### src/common/memStage_params.svh
// Exception codes, CP0 register numbers and CP0 field positions for the memory stage.
`ifndef MEMSTAGE_PARAMS_SVH
`define MEMSTAGE_PARAMS_SVH

// Exception codes.
`define EXC_INT  5'd0
`define EXC_ADEL 5'd4
`define EXC_ADES 5'd5
`define EXC_SYS  5'd8
`define EXC_BP   5'd9
`define EXC_RI   5'd10
`define EXC_OV   5'd12

// CP0 register numbers.
`define CP0_STATUS 5'd12
`define CP0_CAUSE  5'd13
`define CP0_EPC    5'd14

// Status fields.
`define ST_IE_BIT  0
`define ST_EXL_BIT 1
`define ST_IM_HI   15
`define ST_IM_LO   8
`define STATUS_RESET 32'h00400002

// Cause fields.
`define CA_IP_HI   15
`define CA_IP_LO   8
`define CA_EXC_HI  6
`define CA_EXC_LO  2
`define CA_BD_BIT  31

`define EXC_VECTOR 32'hBFC00380

`endif
### src/common/memStagePkg.sv
// Shared types for the MIPS memory stage: words, opcode selectors and pipeline buses.
package memStagePkg;

    typedef logic [31:0] word_t;
    typedef logic [4:0]  regAddr_t;
    typedef logic [4:0]  excCode_t;
    typedef logic [3:0]  byteEn_t;

    // Load kind, kept for the write-back aligner.
    typedef enum logic [2:0] {
        LD_NONE,
        LD_B,
        LD_BU,
        LD_H,
        LD_HU,
        LD_W
    } loadType_t;

    typedef enum logic [1:0] {
        ST_NONE,
        ST_B,
        ST_H,
        ST_W
    } storeType_t;

    // Source of the value written back.
    typedef enum logic [1:0] {
        WB_ALU,
        WB_OUTB,
        WB_MEM
    } wbSel_t;

    typedef struct packed {
        logic regWr;
        logic cp0Wr;
        logic hiWr;
        logic loWr;
    } regsWr_t;

    // Exceptions raised in earlier stages.
    typedef struct packed {
        logic fetchAdEL;
        logic reserved;
        logic overflow;
        logic syscall;
        logic brk;
        logic eret;
    } exceptFlags_t;

    typedef struct packed {
        logic         valid;
        word_t        aluOut;
        word_t        outB;
        word_t        pc;
        word_t        hi;
        word_t        lo;
        regAddr_t     dst;
        logic         isBranch;
        loadType_t    loadType;
        storeType_t   storeType;
        wbSel_t       wbSel;
        regsWr_t      regsWr;
        exceptFlags_t except;
    } exeMemBus_t;

    typedef struct packed {
        logic      valid;
        word_t     aluOut;
        word_t     outB;
        word_t     pc;
        word_t     hi;
        word_t     lo;
        regAddr_t  dst;
        loadType_t loadType;
        wbSel_t    wbSel;
        regsWr_t   regsWr;
        logic      excValid;
    } memWbBus_t;

endpackage

### src/hw/memStage/memStage.sv
// Memory stage top: pipeline register, memory access, exception unit and CP0.
`timescale 1ns/1ps

module memStage
    import memStagePkg::*;
(
    input  logic       clk,
    input  logic       rstN_i,
    input  logic       memWr_i,
    input  logic       memFlush_i,
    input  exeMemBus_t exeMem_i,
    input  logic [5:0] hwInt_i,
    input  logic       wbCp0Wr_i,
    input  regAddr_t   wbCp0Addr_i,
    input  word_t      wbCp0Data_i,
    output memWbBus_t  memWb_o,
    output logic       dmemEn_o,
    output byteEn_t    dmemWe_o,
    output word_t      dmemAddr_o,
    output word_t      dmemWdata_o,
    output word_t      memResult_o,
    output regAddr_t   memDst_o,
    output logic       ifIdFlush_o,
    output logic       idExeFlush_o,
    output logic       exeMemFlush_o,
    output logic       isExceptOrEret_o,
    output word_t      excTarget_o
);

    exeMemBus_t memBus;
    logic       inDelaySlot;
    logic       dataAdEL;
    logic       dataAdES;
    logic       excValid;
    logic       excTake;
    excCode_t   excCode;
    logic       excBd;
    word_t      excEpc;
    logic       eretTake;
    word_t      status;
    word_t      cause;
    word_t      epc;

    memReg uMemReg (
        .clk           (clk),
        .rstN_i        (rstN_i),
        .memWr_i       (memWr_i),
        .memFlush_i    (memFlush_i),
        .exeMem_i      (exeMem_i),
        .mem_o         (memBus),
        .inDelaySlot_o (inDelaySlot)
    );

    memAccess uMemAccess (
        .mem_i       (memBus),
        .excValid_i  (excValid),
        .dataAdEL_o  (dataAdEL),
        .dataAdES_o  (dataAdES),
        .dmemEn_o    (dmemEn_o),
        .dmemWe_o    (dmemWe_o),
        .dmemAddr_o  (dmemAddr_o),
        .dmemWdata_o (dmemWdata_o),
        .memResult_o (memResult_o),
        .memDst_o    (memDst_o)
    );

    exceptionUnit uExceptionUnit (
        .mem_i            (memBus),
        .inDelaySlot_i    (inDelaySlot),
        .dataAdEL_i       (dataAdEL),
        .dataAdES_i       (dataAdES),
        .status_i         (status),
        .cause_i          (cause),
        .epc_i            (epc),
        .memWb_o          (memWb_o),
        .excValid_o       (excValid),
        .excTake_o        (excTake),
        .excCode_o        (excCode),
        .excBd_o          (excBd),
        .excEpc_o         (excEpc),
        .eretTake_o       (eretTake),
        .ifIdFlush_o      (ifIdFlush_o),
        .idExeFlush_o     (idExeFlush_o),
        .exeMemFlush_o    (exeMemFlush_o),
        .isExceptOrEret_o (isExceptOrEret_o),
        .excTarget_o      (excTarget_o)
    );

    cp0Regs uCp0Regs (
        .clk         (clk),
        .rstN_i      (rstN_i),
        .hwInt_i     (hwInt_i),
        .wbCp0Wr_i   (wbCp0Wr_i),
        .wbCp0Addr_i (wbCp0Addr_i),
        .wbCp0Data_i (wbCp0Data_i),
        .excTake_i   (excTake),
        .excCode_i   (excCode),
        .excBd_i     (excBd),
        .excEpc_i    (excEpc),
        .eretTake_i  (eretTake),
        .status_o    (status),
        .cause_o     (cause),
        .epc_o       (epc)
    );

endmodule

### src/hw/memStage/cp0Regs.sv
// CP0 Status, Cause and EPC with write-back bypass and exception/ERET updates.
`timescale 1ns/1ps
`include "memStage_params.svh"

module cp0Regs
    import memStagePkg::*;
(
    input  logic       clk,
    input  logic       rstN_i,
    input  logic [5:0] hwInt_i,
    input  logic       wbCp0Wr_i,
    input  regAddr_t   wbCp0Addr_i,
    input  word_t      wbCp0Data_i,
    input  logic       excTake_i,
    input  excCode_t   excCode_i,
    input  logic       excBd_i,
    input  word_t      excEpc_i,
    input  logic       eretTake_i,
    output word_t      status_o,
    output word_t      cause_o,
    output word_t      epc_o
);

    word_t statusQ;
    word_t causeQ;
    word_t epcQ;

    // Merge the write-back write so MEM decides on the newest values.
    always_comb begin
        status_o = statusQ;
        cause_o  = causeQ;
        epc_o    = epcQ;
        if (wbCp0Wr_i && wbCp0Addr_i == `CP0_STATUS) begin
            status_o[`ST_IM_HI:`ST_IM_LO] = wbCp0Data_i[`ST_IM_HI:`ST_IM_LO];
            status_o[`ST_EXL_BIT]         = wbCp0Data_i[`ST_EXL_BIT];
            status_o[`ST_IE_BIT]          = wbCp0Data_i[`ST_IE_BIT];
        end
        // Only the two software interrupt bits.
        if (wbCp0Wr_i && wbCp0Addr_i == `CP0_CAUSE) begin
            cause_o[`CA_IP_LO+1:`CA_IP_LO] = wbCp0Data_i[`CA_IP_LO+1:`CA_IP_LO];
        end
        if (wbCp0Wr_i && wbCp0Addr_i == `CP0_EPC) begin
            epc_o = wbCp0Data_i;
        end
    end

    always_ff @(posedge clk or negedge rstN_i) begin
        if (!rstN_i) begin
            statusQ <= `STATUS_RESET;
            causeQ  <= '0;
            epcQ    <= '0;
        end else begin
            statusQ                        <= status_o;
            causeQ                         <= cause_o;
            causeQ[`CA_IP_HI:`CA_IP_LO+2]  <= hwInt_i;
            epcQ                           <= epc_o;
            // Exception fields override a same-cycle write.
            if (excTake_i) begin
                epcQ                          <= excEpc_i;
                causeQ[`CA_EXC_HI:`CA_EXC_LO] <= excCode_i;
                causeQ[`CA_BD_BIT]            <= excBd_i;
                statusQ[`ST_EXL_BIT]          <= 1'b1;
            end else if (eretTake_i) begin
                statusQ[`ST_EXL_BIT] <= 1'b0;
            end
        end
    end

endmodule

### src/hw/memStage/exceptionUnit.sv
// Exception priority, ERET handling, pipeline flushes and write-flag masking in MEM.
`timescale 1ns/1ps
`include "memStage_params.svh"

module exceptionUnit
    import memStagePkg::*;
(
    input  exeMemBus_t mem_i,
    input  logic       inDelaySlot_i,
    input  logic       dataAdEL_i,
    input  logic       dataAdES_i,
    input  word_t      status_i,
    input  word_t      cause_i,
    input  word_t      epc_i,
    output memWbBus_t  memWb_o,
    output logic       excValid_o,
    output logic       excTake_o,
    output excCode_t   excCode_o,
    output logic       excBd_o,
    output word_t      excEpc_o,
    output logic       eretTake_o,
    output logic       ifIdFlush_o,
    output logic       idExeFlush_o,
    output logic       exeMemFlush_o,
    output logic       isExceptOrEret_o,
    output word_t      excTarget_o
);

    logic     intPending;
    logic     excTake;
    excCode_t excCode;
    logic     eretTake;
    logic     redirect;

    // Interrupts only when enabled and not already in a handler.
    assign intPending = status_i[`ST_IE_BIT] && !status_i[`ST_EXL_BIT] &&
        |(cause_i[`CA_IP_HI:`CA_IP_LO] & status_i[`ST_IM_HI:`ST_IM_LO]);

    // First match wins, interrupts first.
    always_comb begin
        excTake = 1'b0;
        excCode = `EXC_INT;
        if (mem_i.valid) begin
            excTake = 1'b1;
            if (intPending)                 excCode = `EXC_INT;
            else if (mem_i.except.fetchAdEL) excCode = `EXC_ADEL;
            else if (mem_i.except.reserved)  excCode = `EXC_RI;
            else if (mem_i.except.overflow)  excCode = `EXC_OV;
            else if (mem_i.except.syscall)   excCode = `EXC_SYS;
            else if (mem_i.except.brk)       excCode = `EXC_BP;
            else if (dataAdEL_i)             excCode = `EXC_ADEL;
            else if (dataAdES_i)             excCode = `EXC_ADES;
            else                             excTake = 1'b0;
        end
    end

    assign eretTake = mem_i.valid && mem_i.except.eret && !excTake;
    assign redirect = excTake || eretTake;

    assign excValid_o = excTake;
    assign excTake_o  = excTake;
    assign excCode_o  = excCode;
    assign excBd_o    = inDelaySlot_i;
    // Faults in a delay slot restart at the branch.
    assign excEpc_o   = inDelaySlot_i ? (mem_i.pc - 32'd4) : mem_i.pc;
    assign eretTake_o = eretTake;

    assign ifIdFlush_o      = redirect;
    assign idExeFlush_o     = redirect;
    assign exeMemFlush_o    = redirect;
    assign isExceptOrEret_o = redirect;
    assign excTarget_o      = eretTake ? epc_i : `EXC_VECTOR;

    always_comb begin
        memWb_o.valid    = mem_i.valid;
        memWb_o.aluOut   = mem_i.aluOut;
        memWb_o.outB     = mem_i.outB;
        memWb_o.pc       = mem_i.pc;
        memWb_o.hi       = mem_i.hi;
        memWb_o.lo       = mem_i.lo;
        memWb_o.dst      = mem_i.dst;
        memWb_o.loadType = mem_i.loadType;
        memWb_o.wbSel    = mem_i.wbSel;
        // A faulting or empty slot writes nothing.
        memWb_o.regsWr   = (mem_i.valid && !excTake) ? mem_i.regsWr : '0;
        memWb_o.excValid = excTake;
    end

endmodule

### src/hw/memStage/memAccess.sv
// Store alignment, address-error checks, data-memory request and MEM forwarding value.
`timescale 1ns/1ps

module memAccess
    import memStagePkg::*;
(
    input  exeMemBus_t mem_i,
    input  logic       excValid_i,
    output logic       dataAdEL_o,
    output logic       dataAdES_o,
    output logic       dmemEn_o,
    output byteEn_t    dmemWe_o,
    output word_t      dmemAddr_o,
    output word_t      dmemWdata_o,
    output word_t      memResult_o,
    output regAddr_t   memDst_o
);

    word_t   addr;
    logic    isLoad;
    logic    isStore;
    logic    misaligned;
    byteEn_t storeBe;
    logic    reqOk;

    assign addr    = mem_i.aluOut;
    assign isLoad  = (mem_i.loadType != LD_NONE);
    assign isStore = (mem_i.storeType != ST_NONE);

    // Halfwords need bit 0 clear, words need both low bits clear.
    assign misaligned =
        ((mem_i.loadType == LD_H || mem_i.loadType == LD_HU || mem_i.storeType == ST_H)
            && addr[0]) ||
        ((mem_i.loadType == LD_W || mem_i.storeType == ST_W) && (addr[1:0] != 2'b00));

    assign dataAdEL_o = mem_i.valid && isLoad && misaligned;
    assign dataAdES_o = mem_i.valid && isStore && misaligned;

    // Lane replication and byte enables, little endian.
    always_comb begin
        dmemWdata_o = mem_i.outB;
        storeBe     = 4'b0000;
        case (mem_i.storeType)
            ST_B: begin
                dmemWdata_o = {4{mem_i.outB[7:0]}};
                storeBe     = 4'b0001 << addr[1:0];
            end
            ST_H: begin
                dmemWdata_o = {2{mem_i.outB[15:0]}};
                storeBe     = addr[1] ? 4'b1100 : 4'b0011;
            end
            ST_W: storeBe = 4'b1111;
            default: storeBe = 4'b0000;
        endcase
    end

    // Any exception in MEM cancels the access.
    assign reqOk      = mem_i.valid && !excValid_i;
    assign dmemEn_o   = reqOk && (isLoad || isStore);
    assign dmemWe_o   = reqOk ? storeBe : 4'b0000;
    assign dmemAddr_o = addr;

    assign memResult_o = (mem_i.wbSel == WB_OUTB) ? mem_i.outB : mem_i.aluOut;
    assign memDst_o    = mem_i.dst;

endmodule

### src/hw/memStage/memReg.sv
// EXE/MEM pipeline register with hold, flush and branch delay-slot tracking.
`timescale 1ns/1ps

module memReg
    import memStagePkg::*;
(
    input  logic       clk,
    input  logic       rstN_i,
    input  logic       memWr_i,
    input  logic       memFlush_i,
    input  exeMemBus_t exeMem_i,
    output exeMemBus_t mem_o,
    output logic       inDelaySlot_o
);

    exeMemBus_t memBus;
    logic       memValid;
    logic       lastBranch;
    logic       inDelaySlot;

    // Control state. A flush wins over the write enable.
    always_ff @(posedge clk or negedge rstN_i) begin
        if (!rstN_i) begin
            memValid    <= 1'b0;
            lastBranch  <= 1'b0;
            inDelaySlot <= 1'b0;
        end else if (memFlush_i) begin
            memValid    <= 1'b0;
            lastBranch  <= 1'b0;
            inDelaySlot <= 1'b0;
        end else if (memWr_i) begin
            memValid <= exeMem_i.valid;
            // Bubbles do not disturb the branch history.
            if (exeMem_i.valid) begin
                inDelaySlot <= lastBranch;
                lastBranch  <= exeMem_i.isBranch;
            end
        end
    end

    // Payload follows the same enable.
    always_ff @(posedge clk) begin
        if (memWr_i && !memFlush_i) begin
            memBus <= exeMem_i;
        end
    end

    always_comb begin
        mem_o       = memBus;
        mem_o.valid = memValid;
    end

    assign inDelaySlot_o = inDelaySlot;

endmodule

### config.mk
export PLATFORM = sky130hd
export DESIGN_NAME = memStage
export DESIGN_NICKNAME = d
export VERILOG_FILES = /design/src/common/memStagePkg.sv /design/src/hw/memStage/memStage.sv /design/src/hw/memStage/cp0Regs.sv /design/src/hw/memStage/exceptionUnit.sv /design/src/hw/memStage/memAccess.sv /design/src/hw/memStage/memReg.sv
export VERILOG_INCLUDE_DIRS = /design/src /design/src/common
export SDC_FILE = /design/constraint.sdc
export NUM_CORES = 1
export LEC_CHECK = 0
export BUFFER_PORTS_ARGS = -buffer_cell sky130_fd_sc_hd__buf_2
export CORE_AREA = 2 2 217 219
export CTS_CLUSTER_DIAMETER = 80
export DETAILED_ROUTE_END_ITERATION = 10
export DIE_AREA = 0 0 219 221
export PLACE_DENSITY_LB_ADDON = 0.15
export SYNTH_ARGS = -nofsm -noshare
export SYNTH_HDL_FRONTEND = slang
export SYNTH_SLANG_ARGS = --single-unit
### constraint.sdc
create_clock -name clk -period 5.6 [get_ports clk]
set_input_delay 0.84 -clock clk [delete_from_list [all_inputs] [get_ports clk]]
set_output_delay 0.84 -clock clk [all_outputs]
set_load 0.01 [all_outputs]
# After elaboration in Yosys (flattened, before gate mapping)
# Cells that the tools add are included.
# word_totals
reg_bits	235
latchBits	0
ramBits	0
romBits	0
input_bits	232
out_inout_bits	318
wordCells	102
mem_count	0
# op_classes
addsub	1
mul	0
div_mod_pow	0
magnitude_cmp	0
eq_ne	10
shifts	1
mux	32
bitwise	1
reduce_logical	32
# ops
op	n
$mux 32	5
$pmux 32 s2	1
$sub 32x3->32 const B	1
$mux 1	19
$logic_and 1x1->1	16
$eq 5x4->1 const B	3
$mux 4	3
$pmux 4 s3	1
$and 8x8->8	1
$mux 8	1
$reduce_bool 2->1	4
$reduce_or 8->1	1
$eq 3x3->1 const B	2
$logic_or 1x1->1	6
$eq 2x1->1 const B	2
$eq 2x2->1 const B	2
$mux 2	2
$shl 1x2->4 const A	1
$eq 3x2->1 const B	1
$logic_not 1->1	3
$reduce_bool 3->1	1
$reduce_and 2->1	1

# Depth between registers and ports, before layout
# depth
ltp_word	19
depth_mapped	12
mapped_depth_nobuf	9

# Modules after synthesis
# A second synthesis with hierarchy kept.
# unflattened
hier_cells	1082
hier_area_um2	13051.3
# by_module_without_submodules
mod	n_inst	cells_per_inst	area_per_inst_um2	seq_area_each_um2
memReg	1	196	5642.9	5570.3
cp0Regs	1	362	3636.0	1402.6
exceptionUnit	1	333	2434.8	0.0
memAccess	1	191	1337.5	0.0

# Least setup slack after synthesis
# OpenSTA, ideal clock, no wires.
# synth_path
kind	input-to-reg
startpoint	input port memFlush_i
endpoint	register, netlist name uMemReg.mem_o[0]
setup_time_ns	0.751
t_arrival_ns	8.900
t_required_ns	4.849
setup_slack_ns	-4.051
stages	1
path_buffers	0
path_cell_list	nor2b_1
# synth_between
elab_chain_cells	2
# synth_lines
element	line_no	text
start: declaration	memStage.sv:10	input logic memFlush_i,
$logic_not 1->1	memReg.sv:43	if (memWr_i && !memFlush_i) begin
$logic_and 1x1->1	memReg.sv:43	
# Every way passes these cells.
# A chain may end at the register's enable or synchronous reset.

# Worst setup path after layout
# layout_path
startpoint	input port wbCp0Addr_i[4]
endpoint	output port excTarget_o[1]
# layout_between
elab_chain_cells	11
elab_cells_between_ends	20
cone_classes	3 x eq/ne; 7 x mux; 1 x bitwise; 9 x reduce/logical
# layout_lines
element	line_no	text
start: declaration	memStage.sv:14	input regAddr_t wbCp0Addr_i,
$eq 5x4->1 (no line)	-	
$logic_and 1x1->1 (no line)	-	
$mux 8	cp0Regs.sv:33	if (wbCp0Wr_i && wbCp0Addr_i == `CP0_STATUS) begin
via status[12]	memStage.sv:40	word_t status;
$and 8x8->8	exceptionUnit.sv:37	|(cause_i[`CA_IP_HI:`CA_IP_LO] & status_i[`ST_IM_HI:`ST_IM_LO]);
$reduce_or 8->1	exceptionUnit.sv:37	
$logic_and 1x1->1	exceptionUnit.sv:36	assign intPending = status_i[`ST_IE_BIT] && !status_i[`ST_EXL_BIT] &&
$mux 1	exceptionUnit.sv:45	if (intPending) excCode = `EXC_INT;
$mux 1	exceptionUnit.sv:43	if (mem_i.valid) begin
$logic_not 1->1	exceptionUnit.sv:57	assign eretTake = mem_i.valid && mem_i.except.eret && !excTake;
$logic_and 1x1->1	exceptionUnit.sv:57	
$mux 32 (no line)	-	
end: declaration	memStage.sv:27	output word_t excTarget_o
# The timed path passes the listed nets, and every way through them passes these cells.

==> results.yml <==
detailed_routing:
  post_drt_via_cell_ratio: 4.07
  wl_per_cell_um: 21.2
  finalWirelength_um: 38600
  detail-route-antenna-nets: 0
  vias: 7426
  drc: 0
  firstDrtPassIters: 4
  detail_route.iter0.violations: 363
yosys:
  yosys_warnings: 0
  ys_types: 49
  syn_area_mm2: 0.0112
  ys_ff_latch: 235
  synthTopCellsByArea: "edfxtp_1, buf_4, dfrtp_1"
  synth_edf_count: 182
  synth_fa_ha_area_frac: 0.00558
  ys_seq_area_frac: 0.606
  muxShareOfSynthArea: 0.0957
  synthArstFlopShare: 0.226
  postSynthAreaPerCell_um2: 13.3
  synth_top_family_by_area: "buffers and inverters"
  yosysTopAreaCell: "edfxtp_1"
  synth_compound_area_frac: 0.0383
  synthFlopType: "edfxtp_1"
  synthSimpleGateAreaFrac: 0.0672
  synth.net_count: 1081
  synth_top_area_share: 0.488
  synth_common_cells: "buf_4, edfxtp_1, mux2i_1"
  synthMostInstantiatedCell: "buf_4"
  syn_inst: 844
  synth_xor_area_frac: 0.0227
finish:
  stdcell_area_mm2: 0.0140
  finalNetCount: 1427
  drive_gt1_frac: 0.543
  final_cells: 1824
  area_growth_pct: 24.6
power:
  ir_drop_mv: 0.202
  post-layout-total-power_mw: 4.60
  p_leak_nw: 6.14
  power.density_mw_per_mm2: 330
sta:
  rsz0062_at_grt: "false"
  setup_violations: 0
  fmax_mhz: 227
  post-route-min-period_ps: 4400
  setup_tns_ps: 0
  finalHoldViolations: 0
  tightest_slew_ps: 1110
  skew_ps: 29.5
  slew_headroom: 0.256
  holdWs_ps: 362
  fin_crit_sh: 0.786
  maxSlewViolCount: 0
grt:
  grt.met1_usage: 0.180
  grt_pass1_wl_um: 54000
  antenna_found_initial: 8
  globalRouteMet2Util: 0.278
  use_met3: 0.0425
  top_usage_layer: "met2"
  grt_max_degree: 89
  grt_pass1_vias: 7689
  grt_usage: 0.154
  overflow: 0
clock_network:
  worstSkewPairLatency_ps: 580
  cts_tree: "yes"
  post_cts_resized: 0
  cts_root_buf: "clkbuf_16"
  clk_pin_slew_ps: 60
  hold_buffers: 0
  cts.path.max_buffers: 3
  cts.htree.levels: 1
  cts-buffers-inserted: 30
  post_cts_buffers: 0
  clock-sinks: 235
critical_path:
  required_ps: 4760
  crit_path_max_fanout: 16
  endpoint_kind: "output pin"
  crit_type: "primary input to output pin"
  critPathLaunch: "wbCp0Addr_i[4]"
  r2r_start: "uMemReg.mem_o[12]"
  worstPathArrival_ps: 3560
  cp-start-kind: "primary input"
job:
  drv_cap: 0
floorplanning:
  die_h_um: 221
  die_x_um: 219
  boundaryPins: 550
  coreArea_mm2: 0.0461
  die_area_mm2: 0.0484
  fp-row-count: 79
  start_util: 0.243
placed_design:
  dpl-instance-area_mm2: 0.0130
  post-dp-hpwl_um: 30100
  dp.cells: 1765
  portBuffers: 549
  place_congestion: 0.824
worst_hold_path:
  hold_class: "primary input to register"
  hp-start: "hwInt_i[0]"
run_status:
  outcome: "complete, no violations"
## state kept, by name, indices dropped and copies added (netlist names)
| register | count |
|---|---|
| uMemReg.lastBranch | 1 |
| uCp0Regs.causeQ | 8 |
| uMemReg.memValid | 1 |
| uMemReg.inDelaySlot_o | 1 |
| uCp0Regs.epcQ | 32 |
| uCp0Regs.statusQ | 10 |
| uMemReg.mem_o | 182 |
## area by class of cell
cell class              instances  area, um^2
fillers                      4871       32100
flip-flops and latches        235        6790
repair buffers                559        2840
multi-input cells             346        2590
clock buffers                  34         766
well taps                     607         759
clock inverters                19         133
inverters                      18        67.6
diodes                          6        15.0
## power by group
| part | leakage, nW | switching, mW | internal (mW) |
|---|---|---|---|
| clock network | 0.440 | 0.774 | 1.02 |
| logic | 3.36 | 0.356 | 0.280 |
| registers | 2.35 | 0.106 | 2.07 |
| total | 6.14 | 1.24 | 3.37 |
## worst paths after layout
check / end / slack [ps] / depth (start not counted)
min reg2reg: uCp0Regs.statusQ[13] / 490 / 1
max reg2reg: uCp0Regs.epcQ[1] / 2590 / 10
max in group asynchronous: uCp0Regs.epcQ[26] / 4670 / 2
max: excTarget_o[1] / 1200 / 9
min: uCp0Regs.causeQ[10] / 360 / 1
min in group asynchronous: uCp0Regs.epcQ[18] / 400 / 2
## routing by layer
| layer | wire (um) | vias up |
|---|---|---|
| li1 | - | 3462 |
| met1 | 14600 | 3603 |
| met2 | 20100 | 311 |
| met3 | 3230 | 44 |
| met4 | 558 | 6 |
| met5 | 31 | - |
## worst max-delay path, stage by stage
cell,delay (ps)
buf_2,90
nand4b_1,230
or3_1,640
mux2_2,390
a211oi_1,240
a31o_2,250
and3_1,550
and2_1,200
buf_2,120
## placed cells by master, fill, tap and decap left out, drive strengths merged, types with 2 or more instances in the layout
cell type,Yosys,routed
buf,230,559
edfxtp,182,182
mux2i,61,61
dfrtp,52,52
nor2,48,48
nand2,42,42
mux2,41,41
clkbuf,15,34
xnor2,24,24
inv,18,20
clkinv,0,15
a21oi,14,14
o21ai,12,12
a22oi,12,12
nor3,11,11
o22ai,8,8
a22o,8,8
diode,0,6
and3,6,6
and2,6,6
nand3,6,6
or3,6,6
xor2,5,5
ha,5,5
or4,3,3
and4bb,3,3
nand2b,3,3
nor3b,3,3
nor4b,3,3
a31oi,2,2
a211oi,2,2
a221o,2,2
nor4,2,2
## through the flow
step | utilization | worst slack [ps]
after global placement | 0.283 | 1130
after global routing | 0.303 | 975
after floorplan | - | 1600
after CTS | 0.303 | 1100
after detailed placement | 0.283 | 1110
final | 0.303 | 1200
## logic make-up after synthesis
| family | Yosys count |
|---|---|
| DFF | 235 |
| xor gates and xnor gates | 29 |
| and+or+nand+nor | 145 |
| buffers and inverters | 263 |
| AOI/OAI and AO/OA | 65 |
| muxes | 102 |
| adders and majority gates | 5 |
Note: power is estimated with default switching activity, not from simulation.
